$ cat config.mk
export PLATFORM = sky130hd
export DESIGN_NAME = uart_echo_top
export DESIGN_NICKNAME = d
export VERILOG_FILES = /design/src/uart_pkg.sv /design/src/uart_rx.sv /design/src/uart_fifo.sv /design/src/uart_tx.sv /design/src/uart_echo_top.sv
export VERILOG_INCLUDE_DIRS = /design/src
export SDC_FILE = /design/constraint.sdc
export NUM_CORES = 1
export LEC_CHECK = 0
export BUFFER_PORTS_ARGS = -buffer_cell sky130_fd_sc_hd__buf_2
export CAP_MARGIN = 0
export CORE_UTILIZATION = 33
export DETAILED_ROUTE_END_ITERATION = 6
export PLACE_DENSITY = 0.51
export REMOVE_ABC_BUFFERS = 1
export SKIP_LAST_GASP = 1
export SYNTH_ARGS = -nofsm -noshare
export SYNTH_HDL_FRONTEND = slang
export SYNTH_SLANG_ARGS = --single-unit
$ cat constraint.sdc
create_clock -name clk -period 6.4 [get_ports clk]
set_clock_uncertainty 0.05 [all_clocks]
set_input_delay 1.6 -clock clk [delete_from_list [all_inputs] [get_ports clk]]
set_output_delay 1.6 -clock clk [all_outputs]
set_load 0.01 [all_outputs]
$ cat src/uart_consts.svh
/*
 * UART echo constants: clock, baud rate, bit timing and FIFO depth
 */

`ifndef UART_CONSTS_SVH
`define UART_CONSTS_SVH

//////////////////////////////////////////////////////////////////////
// clocking
//////////////////////////////////////////////////////////////////////

// system clock in MHz
`define UART_CLK_FRE_MHZ 50

// line rate, 8N1 frames
`define UART_BAUD_RATE 115200

// clocks per serial bit, integer division so keep the ratio exact
`define UART_CYCLES_PER_BIT ((`UART_CLK_FRE_MHZ * 1000000) / `UART_BAUD_RATE)

//////////////////////////////////////////////////////////////////////
// buffering
//////////////////////////////////////////////////////////////////////

// echo FIFO entries, power of two
`define UART_FIFO_DEPTH 8

`endif

$ cat src/uart_pkg.sv
/*
 * UART echo types shared by the receiver, FIFO and transmitter
 */

package uart_pkg;

	//////////////////////////////////////////////////////////////////////
	// payload
	//////////////////////////////////////////////////////////////////////

	// one data word on the wire
	typedef logic [7:0] uart_byte_t;

	// byte plus valid, travels rx -> fifo -> tx
	// ready runs back upstream as its own wire
	typedef struct packed {
		uart_byte_t data; // payload, lsb sent first
		logic       valid; // held until ready seen
	} rx_frame_t;

	//////////////////////////////////////////////////////////////////////
	// state encodings
	//////////////////////////////////////////////////////////////////////

	// receiver FSM
	typedef enum logic [2:0] {
		RX_IDLE,  // line high, waiting for falling edge
		RX_START, // inside start bit, glitch check at mid
		RX_DATA,  // 8 data bits, lsb first
		RX_STOP,  // stop bit sampled at mid
		RX_HOLD   // byte presented downstream
	} rx_state_t;

	// transmitter FSM
	typedef enum logic [1:0] {
		TX_IDLE,  // line high, ready when cts
		TX_START, // driving start bit
		TX_DATA,  // shifting data out
		TX_STOP   // high for a full bit
	} tx_state_t;

endpackage

$ cat src/uart_rx.sv
/*
 * UART receiver, 8N1: start detect, mid-bit sampling, stop bit check,
 * byte held on a valid/ready link until taken or a new frame starts
 */

`include "uart_consts.svh"

module uart_rx
	import uart_pkg::*;
(
	input  logic      clk,
	input  logic      rst_n,
	input  logic      rx_pin,      // async serial in
	output rx_frame_t rx_frame,    // received byte + valid
	input  logic      rx_ready,    // downstream accepts
	output logic      frame_error  // one cycle on bad stop bit
);

	localparam int CPB = `UART_CYCLES_PER_BIT;
	localparam int CW  = $clog2(CPB);

	localparam logic [CW-1:0] LAST = CW'(CPB - 1);     // end of a bit period
	localparam logic [CW-1:0] HALF = CW'(CPB / 2 - 1); // middle of a bit period

	rx_state_t  state;
	logic       sync0;    // first sync flop
	logic       sync1;    // second sync flop, safe to use
	logic       sync1_q;  // previous synced value for edge detect
	logic       rx_fall;  // start edge
	logic [CW-1:0] cnt;   // baud counter
	logic [2:0] bit_cnt;  // data bit index
	uart_byte_t rx_bits;  // assembled data bits
	uart_byte_t data_q;   // byte on the link
	logic       valid_q;

	//////////////////////////////////////////////////////////////////////
	// input synchronizer
	//////////////////////////////////////////////////////////////////////

	always_ff @(posedge clk or negedge rst_n)
	begin
		if (!rst_n)
		begin
			sync0   <= 1'b1; // idle line is high
			sync1   <= 1'b1;
			sync1_q <= 1'b1;
		end
		else
		begin
			sync0   <= rx_pin;
			sync1   <= sync0;
			sync1_q <= sync1;
		end
	end

	assign rx_fall = sync1_q & ~sync1; // high -> low on synced line

	//////////////////////////////////////////////////////////////////////
	// frame FSM
	//////////////////////////////////////////////////////////////////////

	always_ff @(posedge clk or negedge rst_n)
	begin
		if (!rst_n)
		begin
			state       <= RX_IDLE;
			cnt         <= '0;
			bit_cnt     <= '0;
			valid_q     <= 1'b0;
			frame_error <= 1'b0;
		end
		else
		begin
			frame_error <= 1'b0;      // strobe, cleared every cycle
			cnt         <= cnt + 1'b1;
			case (state)
				RX_IDLE:
				begin
					cnt <= '0;
					if (rx_fall)
						state <= RX_START;
				end
				RX_START:
				begin
					if (cnt == HALF && sync1)
					begin
						// line back high at mid start, glitch
						state <= RX_IDLE;
						cnt   <= '0;
					end
					else if (cnt == LAST)
					begin
						state   <= RX_DATA;
						cnt     <= '0;
						bit_cnt <= '0;
					end
				end
				RX_DATA:
				begin
					if (cnt == LAST)
					begin
						cnt     <= '0;
						bit_cnt <= bit_cnt + 3'd1;
						if (bit_cnt == 3'd7)
							state <= RX_STOP; // last data bit done
					end
				end
				RX_STOP:
				begin
					if (cnt == HALF)
					begin
						cnt <= '0;
						if (sync1)
						begin
							state   <= RX_HOLD;
							valid_q <= 1'b1; // good frame, offer byte
						end
						else
						begin
							state       <= RX_IDLE;
							frame_error <= 1'b1; // byte discarded
						end
					end
				end
				RX_HOLD:
				begin
					cnt <= '0;
					if (rx_fall)
					begin
						// serial line can't wait, next frame wins
						state   <= RX_START;
						valid_q <= 1'b0;
					end
					else if (rx_ready)
					begin
						state   <= RX_IDLE; // transfer this cycle
						valid_q <= 1'b0;
					end
				end
				default:
				begin
					state   <= RX_IDLE;
					cnt     <= '0;
					valid_q <= 1'b0;
				end
			endcase
		end
	end

	//////////////////////////////////////////////////////////////////////
	// payload registers
	//////////////////////////////////////////////////////////////////////

	always_ff @(posedge clk)
	begin
		if (state == RX_DATA && cnt == HALF)
			rx_bits[bit_cnt] <= sync1; // mid-bit sample
		if (state == RX_STOP && cnt == HALF && sync1)
			data_q <= rx_bits;         // latch with valid
	end

	assign rx_frame = '{data: data_q, valid: valid_q};

endmodule

$ cat src/uart_fifo.sv
/*
 * byte FIFO between receiver and transmitter, drops and flags bytes
 * that arrive while full
 */

`include "uart_consts.svh"

module uart_fifo
	import uart_pkg::*;
#(
	parameter int DEPTH = `UART_FIFO_DEPTH // power of two
)
(
	input  logic      clk,
	input  logic      rst_n,
	input  rx_frame_t in_frame,  // from receiver
	output logic      in_ready,
	output rx_frame_t out_frame, // head of queue
	input  logic      out_ready,
	output logic      overflow   // one cycle per dropped byte
);

	localparam int AW = $clog2(DEPTH);

	uart_byte_t    mem [DEPTH];
	logic [AW-1:0] wr_ptr;  // wraps, depth is 2^AW
	logic [AW-1:0] rd_ptr;
	logic [AW:0]   count;   // 0..DEPTH
	logic          full;
	logic          empty;
	logic          push;
	logic          pop;

	assign full  = (count == (AW+1)'(DEPTH));
	assign empty = (count == '0);

	assign pop  = out_frame.valid & out_ready;
	assign push = in_frame.valid & (~full | pop); // slot freed same cycle

	// ready when not full, also when full so an incoming byte is released
	assign in_ready = ~full | in_frame.valid;

	always_ff @(posedge clk or negedge rst_n)
	begin
		if (!rst_n)
		begin
			wr_ptr   <= '0;
			rd_ptr   <= '0;
			count    <= '0;
			overflow <= 1'b0;
		end
		else
		begin
			if (push)
				wr_ptr <= wr_ptr + 1'b1;
			if (pop)
				rd_ptr <= rd_ptr + 1'b1;
			case ({push, pop})
				2'b10:   count <= count + 1'b1;
				2'b01:   count <= count - 1'b1;
				default: count <= count; // none, or both
			endcase
			overflow <= in_frame.valid & full & ~pop; // byte dropped
		end
	end

	always_ff @(posedge clk)
	begin
		if (push)
			mem[wr_ptr] <= in_frame.data;
	end

	assign out_frame = '{data: mem[rd_ptr], valid: ~empty};

endmodule

$ cat src/uart_tx.sv
/*
 * UART transmitter, 8N1, takes a byte over valid/ready only while cts
 * is high; a started frame always finishes
 */

`include "uart_consts.svh"

module uart_tx
	import uart_pkg::*;
(
	input  logic      clk,
	input  logic      rst_n,
	input  rx_frame_t tx_frame, // byte to send
	output logic      tx_ready, // idle and cts
	input  logic      cts,      // clear to send
	output logic      tx_pin    // serial out, high when idle
);

	localparam int CPB = `UART_CYCLES_PER_BIT;
	localparam int CW  = $clog2(CPB);

	localparam logic [CW-1:0] LAST = CW'(CPB - 1);

	tx_state_t     state;
	logic [CW-1:0] cnt;      // clocks into current bit
	logic [2:0]    bit_cnt;  // data bit on the line
	uart_byte_t    shift;    // remaining data bits, lsb next
	logic          load;     // transfer from FIFO
	logic          bit_end;  // last clock of a bit

	assign tx_ready = (state == TX_IDLE) & cts;
	assign load     = tx_frame.valid & tx_ready;
	assign bit_end  = (cnt == LAST);

	//////////////////////////////////////////////////////////////////////
	// line FSM
	//////////////////////////////////////////////////////////////////////

	always_ff @(posedge clk or negedge rst_n)
	begin
		if (!rst_n)
		begin
			state   <= TX_IDLE;
			cnt     <= '0;
			bit_cnt <= '0;
			tx_pin  <= 1'b1; // line idles high
		end
		else
		begin
			cnt <= bit_end ? '0 : cnt + 1'b1;
			case (state)
				TX_IDLE:
				begin
					cnt    <= '0;
					tx_pin <= 1'b1;
					if (load)
					begin
						state  <= TX_START;
						tx_pin <= 1'b0; // start bit from next clock
					end
				end
				TX_START:
				begin
					if (bit_end)
					begin
						state   <= TX_DATA;
						bit_cnt <= '0;
						tx_pin  <= shift[0]; // data bit 0
					end
				end
				TX_DATA:
				begin
					if (bit_end)
					begin
						bit_cnt <= bit_cnt + 3'd1;
						if (bit_cnt == 3'd7)
						begin
							state  <= TX_STOP;
							tx_pin <= 1'b1; // stop bit
						end
						else
							tx_pin <= shift[0];
					end
				end
				TX_STOP:
				begin
					if (bit_end)
						state <= TX_IDLE; // ready next cycle
				end
				default:
				begin
					state  <= TX_IDLE;
					tx_pin <= 1'b1;
				end
			endcase
		end
	end

	//////////////////////////////////////////////////////////////////////
	// data shifter, payload only
	//////////////////////////////////////////////////////////////////////

	always_ff @(posedge clk)
	begin
		if (load)
			shift <= tx_frame.data;
		else if (bit_end && (state == TX_START || state == TX_DATA))
			shift <= {1'b0, shift[7:1]}; // next bit to position 0
	end

endmodule

$ cat src/uart_echo_top.sv
/*
 * UART echo: receiver -> byte FIFO -> transmitter with cts flow control
 */

module uart_echo_top
	import uart_pkg::*;
(
	input  logic clk,
	input  logic rst_n,
	input  logic rx_pin,      // serial in
	input  logic cts,         // far end can take data
	output logic tx_pin,      // echoed serial out
	output logic frame_error, // bad stop bit strobe
	output logic overflow     // dropped byte strobe
);

	rx_frame_t rx_frame;   // receiver -> fifo
	logic      rx_ready;
	rx_frame_t tx_frame;   // fifo -> transmitter
	logic      tx_ready;

	uart_rx i_rx (
		.clk         (clk),
		.rst_n       (rst_n),
		.rx_pin      (rx_pin),
		.rx_frame    (rx_frame),
		.rx_ready    (rx_ready),
		.frame_error (frame_error)
	);

	// default depth from the constants header
	uart_fifo i_fifo (
		.clk       (clk),
		.rst_n     (rst_n),
		.in_frame  (rx_frame),
		.in_ready  (rx_ready),
		.out_frame (tx_frame),
		.out_ready (tx_ready),
		.overflow  (overflow)
	);

	uart_tx i_tx (
		.clk      (clk),
		.rst_n    (rst_n),
		.tx_frame (tx_frame),
		.tx_ready (tx_ready),
		.cts      (cts),
		.tx_pin   (tx_pin)
	);

endmodule

# Yosys cells after proc, flatten, opt, wreduce, memory -nomap -nowiden
# Memory sizes are Yosys's and may differ from the RTL's.
# Index checks and enable logic that the tools add are counted.
# totals
ff_bits	70
inputBits	4
n_memories	1
ram_bits	64
# op_classes
bitwise	13
eq_ne	29
mux	50
addsub	8
n_reduce_logical	22
order_cmp	2
# mem_list
memory	words	width	rd	rd_clocked_by_memory_dff	write_ports	line_no	text
i_fifo.mem	8	8	1	0	1	uart_fifo.sv:25	uart_byte_t mem [DEPTH];
# ops
op	count
$mux 9	5
$mux 3	14
$pmux 9 s3	1
$ne 2x1->1 const B	10
$add 9x1->9 const B	2
$eq 9x9->1 const B	2
$mux 8	2
$pmux 3 s5	1
$mux 1	14
$add 3x1->3 const B	4
$pmux 3 s2	2
$mux 2	5
$eq 3x3->1 const B	3
$eq 9x8->1 const B	1
$bwmux 8	1
$pmux 2 s4	1
$pmux 4 s2	1
$reduce_and 4->1	2
$reduce_bool 2->1	4
$and 1x1->1	6
$eq 2x2->1 const B	3
$eq 3x2->1 const B	2
$logic_and 1x1->1	6
$ne 3x1->1 const B	2
other kinds (21)	30

# Logic depth before layout (Yosys ltp)
# depth
ltp_word	7
depth_mapped	10
depth_no_buf	10

# Modules after synthesis
# From an unflattened synthesis, not the netlist that was laid out.
# unflattened
cells_unflattened	397
area_unflattened_um2	5983.2
# modules_own_cells
mod	instances	area_each_um2	cells_per_inst
uart_fifo	1	3156.8	163
uart_rx	1	1634.1	133
uart_tx	1	1192.4	101

# Worst setup path before layout
# OpenSTA, ideal clock, no wires.
# synth_path
path_type	input port to flip-flop
startpoint	input cts
endpoint	memory i_fifo.mem[0][0] in the netlist's numbering, enable pin
path_slack_ns	3.161
arrival_ns	2.805
cell_stages	4
path_buffers	0
path_cell_list	nand2_1 > a21boi_0 > nand2b_1 > nor3_1
# synth_via
elab_chain_len	6
# synth_rtl
element	line_no	text
start: declaration	uart_echo_top.sv:11	input logic cts,
$and 1x1->1	uart_tx.sv:31	assign tx_ready = (state == TX_IDLE) & cts;
$and 1x1->1	uart_fifo.sv:37	assign pop = out_frame.valid & out_ready;
$or 1x1->1	uart_fifo.sv:38	assign push = in_frame.valid & (~full | pop);
$and 1x1->1	uart_fifo.sv:38	
$mux 1	uart_fifo.sv:69	if (push)
$mux 1 (not written as such)	uart_fifo.sv:70	mem[wr_ptr] <= in_frame.data;
end: declaration	uart_fifo.sv:25	
# No other way between the ends.

# Worst setup path after layout
# layout_path
startpoint	input cts
endpoint	memory i_fifo.mem[1][3] in the netlist's numbering, enable pin
# The elaborated chain is that of the path after synthesis.

==> impl_metrics.py <==
metrics = {
    "clocking": {
        "postCtsHoldBufs": 0,
        "cts_resized": 0,
        "post_cts_buffers": 0,
        "cts_buffers": 17,
        "clock_sinks": 134,
        "htree_levels": 4,
        "root_buffer": "clkbuf_16",
        "insertion_delay_ns": 0.42,
        "clockBufferDepth": 2,
        "cts_tree": "built",
        "clk_pin_slew_ns": 0.06,
    },
    "final_layout": {
        "design_area_um2": 6540,
        "fill_cells": 1529,
        "seq_area_um2": 3800,
        "nets": 419,
        "drive_above_1_share_pct": 16.7,
        "multi_input_area_um2": 1770,
        "area_delta_synth_final_pct": 15.6,
        "layoutNonFillerInstCount": 632,
        "insertedDiodeCount": 0,
    },
    "synthesis": {
        "yosysUniqueCellTypes": 51,
        "syn-instance-count": 385,
        "synth-async-reset-ratio_pct": 34.3,
        "synthTopCellsByArea": "edfxtp_1 (47%), dfrtp_1 (19%), mux4_2 (6.4%)",
        "synth_flop_cell": "edfxtp_1",
        "synth_area_um2": 5660,
        "synth_edf_count": 88,
        "synth.top_cell.area_share_pct": 46.7,
        "yosys_warnings": 0,
        "synth_top_cell_by_area": "edfxtp_1",
        "ys_seq_elements": 134,
        "synth.avg_cell_area_um2": 14.7,
        "synth_seq_area_share_pct": 67.1,
    },
    "hold_path": {
        "hold_path.class": "flip-flop to flip-flop",
    },
    "sta": {
        "rsz0062_at_grt": "no",
        "slew_viol_final": 0,
        "maxSlewHeadroom_pct": 26.0,
        "timing.hold.ws_ns": 0.305,
        "period_minus_slack_ns": 3.41,
        "setup_viol": 0,
        "hold_viol_final": 0,
        "min_period_over_period_pct": 53.3,
        "worst_slew_pin_slew_ns": 1.10,
        "finalSetupTns_ns": 0,
        "fmax_ghz": 0.293,
        "finalWorstSetupSlack_ns": 2.99,
    },
    "floorplan": {
        "die_width_um": 133,
        "die_h_um": 133,
        "dieArea_um2": 17700,
        "initial_core_util_pct": 34.0,
        "ios": 7,
        "rows": 47,
        "core_um2": 16600,
    },
    "setup_path": {
        "critPathMaxStageDelay_ns": 0.88,
        "cp_slowest_cell": "nor3_1",
        "cp_cell_sequence": "buf_2, nand2_1, a21boi_0, nand2_1, nor3_1",
        "end_kind": "flip-flop",
        "arrival_ns": 3.39,
        "worstSetupStartpointType": "primary input",
        "path_common_cell": "nand2_1",
        "path_class": "primary input to flip-flop",
        "cp_max_fo": 8,
        "worstPathRequired_ns": 6.38,
    },
    "route": {
        "finalWirelength_um": 10100,
        "drt_pass1_iterations": 4,
        "viasPerCell": 4.84,
        "detail-route-antenna-nets": 0,
        "drt_iter0_drc": 154,
        "drc": 0,
        "wl_per_cell_um": 16.0,
        "vias": 3056,
    },
    "place": {
        "place_inst": 600,
        "post-place-ws_ns": 2.51,
        "gp_congestion": 0.717,
        "hpwl_um": 6670,
        "postPlaceCellArea_um2": 5910,
        "port_buffers": 6,
    },
    "grt": {
        "grt_max_degree": 47,
        "antenna_found_initial": 0,
        "grt_pass1_wl_um": 16900,
        "grt_use_total_pct": 12.8,
        "grt_pass1_vias": 3133,
        "grt_overflow_total": 0,
    },
    "pwr": {
        "power_density_nw_per_um2": 313,
        "vdd_drop_max_v": 0.000204,
        "swShare_pct": 21.1,
        "power_frac_clock_pct": 50.2,
        "seqPwrFrac_pct": 46.2,
        "switchingPower_w": 0.000432,
        "pwr-share-comb_pct": 3.7,
        "internal_power_w": 0.00161,
        "leakage_nw": 2.38,
    },
    "status": {
        "status": "finished, final reports clean",
    },
    "job": {
        "drv_cap": 0,
    },
}
## placed cells by master, fill, tap and decap left out, types with 5 or more instances in the layout
| cell type | n |
|---|---|
| edfxtp_1 | 88 |
| dfrtp_1 | 42 |
| nor2_1 | 41 |
| nand2_1 | 35 |
| clkbuf_16 | 17 |
| mux4_2 | 16 |
| ha_1 | 16 |
| o21ai_0 | 15 |
| xnor2_1 | 14 |
| mux2i_1 | 10 |
| inv_1 | 10 |
| nand2b_1 | 8 |
| xor2_1 | 7 |
| nand3_1 | 7 |
| a22o_1 | 7 |
| and3_1 | 6 |
| buf_2 | 6 |
| nor3_1 | 5 |
| a21oi_1 | 5 |
## metrics by stage
step	total power (W)	utilization, %
2_1_floorplan	0.00102	-
3_3_place_gp	0.00104	35.5
3_5_place_dp	0.00104	35.5
4_1_cts	0.00207	39.3
5_1_grt	0.00212	39.3
6_report	0.00205	39.3
## routing by layer
layer	vias up	track usage [%]	wire (um)
li1	1460	-	-
met1	1533	17.2	4940
met2	53	19.3	4690
met3	10	4.14	379
met4	0	4.79	131
met5	-	0	0
## power groups by stage
stage / combinational, W / sequential, W / clock [W]
after CTS: 0.0000763 / 0.000944 / 0.00105
after floorplan: 0.0000571 / 0.000958 / 0
after detailed placement: 0.0000756 / 0.000962 / 0
final: 0.0000750 / 0.000945 / 0.00103
after global placement: 0.0000751 / 0.000963 / 0
after global routing: 0.0000884 / 0.000947 / 0.00109
## synthesized netlist by cell type, types with 2 or more instances
cell / number
inv_1: 10
mux4_2: 16
clkbuf_1: 5
nand2_1: 35
nor2_1: 41
a22o_1: 7
buf_2: 4
nand3_1: 7
nand2b_1: 8
xnor2_1: 14
edfxtp_1: 88
and4b_1: 2
ha_1: 16
xor2_1: 7
o21ai_0: 15
nor2b_2: 2
nand4_1: 4
nor3b_1: 2
dfstp_2: 4
dfrtp_1: 42
nor4_1: 2
and3_1: 6
a21oi_1: 5
nor3_1: 5
mux2i_1: 10
mux2_2: 3
## state kept, by name, indices dropped and copies added, names as in the netlist, 2 cells and up
name	count
i_fifo.mem	64
i_rx.cnt	9
i_tx.cnt	9
i_rx.data_q	8
i_rx.rx_bits	8
i_tx.shift	8
i_fifo.count	4
i_fifo.rd_ptr	3
i_fifo.wr_ptr	3
i_rx.bit_cnt	3
i_rx.state	3
i_tx.bit_cnt	3
i_tx.state	2
## cell families (layout without fill, tap and decap cells)
family	after synthesis	in the layout	share of synthesized area (%)
DFF	134	134	67.1
adders and majority gates	16	16	3.54
and+or+nand+nor	126	126	11.1
muxes	29	29	8.74
xor gates and xnor gates	21	21	3.25
buffers and inverters	21	48	1.61
AOI/OAI and AO/OA	38	38	4.64
## worst paths after layout
| check | start | to | slack, ns | cells past startpoint |
|---|---|---|---|---|
| setup / recovery | cts | i_fifo.mem[1][3] | 2.99 | 5 |
| hold / removal | i_rx.sync0 | i_rx.sync1 | 0.30 | 0 |
| setup reg to reg | i_tx.state[0] | i_fifo.mem[1][3] | 3.46 | 6 |
| hold reg to reg | i_rx.sync0 | i_rx.sync1 | 0.30 | 0 |
| max in group asynchronous | rst_n | i_fifo.rd_ptr[2] | 4.32 | 1 |
| min in group asynchronous | rst_n | i_rx.valid_q | 1.32 | 1 |
## area by class of cell
cell class                      count  share of cell area [%]
Inverter                           10                   0.574
Multi-Input combinational cell    230                    27.0
Sequential cell                   134                    58.1
Clock inverter                     15                    3.12
Tap cell                          220                    4.21
Timing Repair Buffer                6                   0.459
Clock buffer                       17                    6.51
## worst max-delay path: cells and delay by family
family,cells,cell delay [ns]
AOI/OAI and AO/OA,1,0.47
buffers and inverters,1,0.08
and+or+nand+nor,3,1.24
Note: power is estimated with default switching activity, not from simulation.
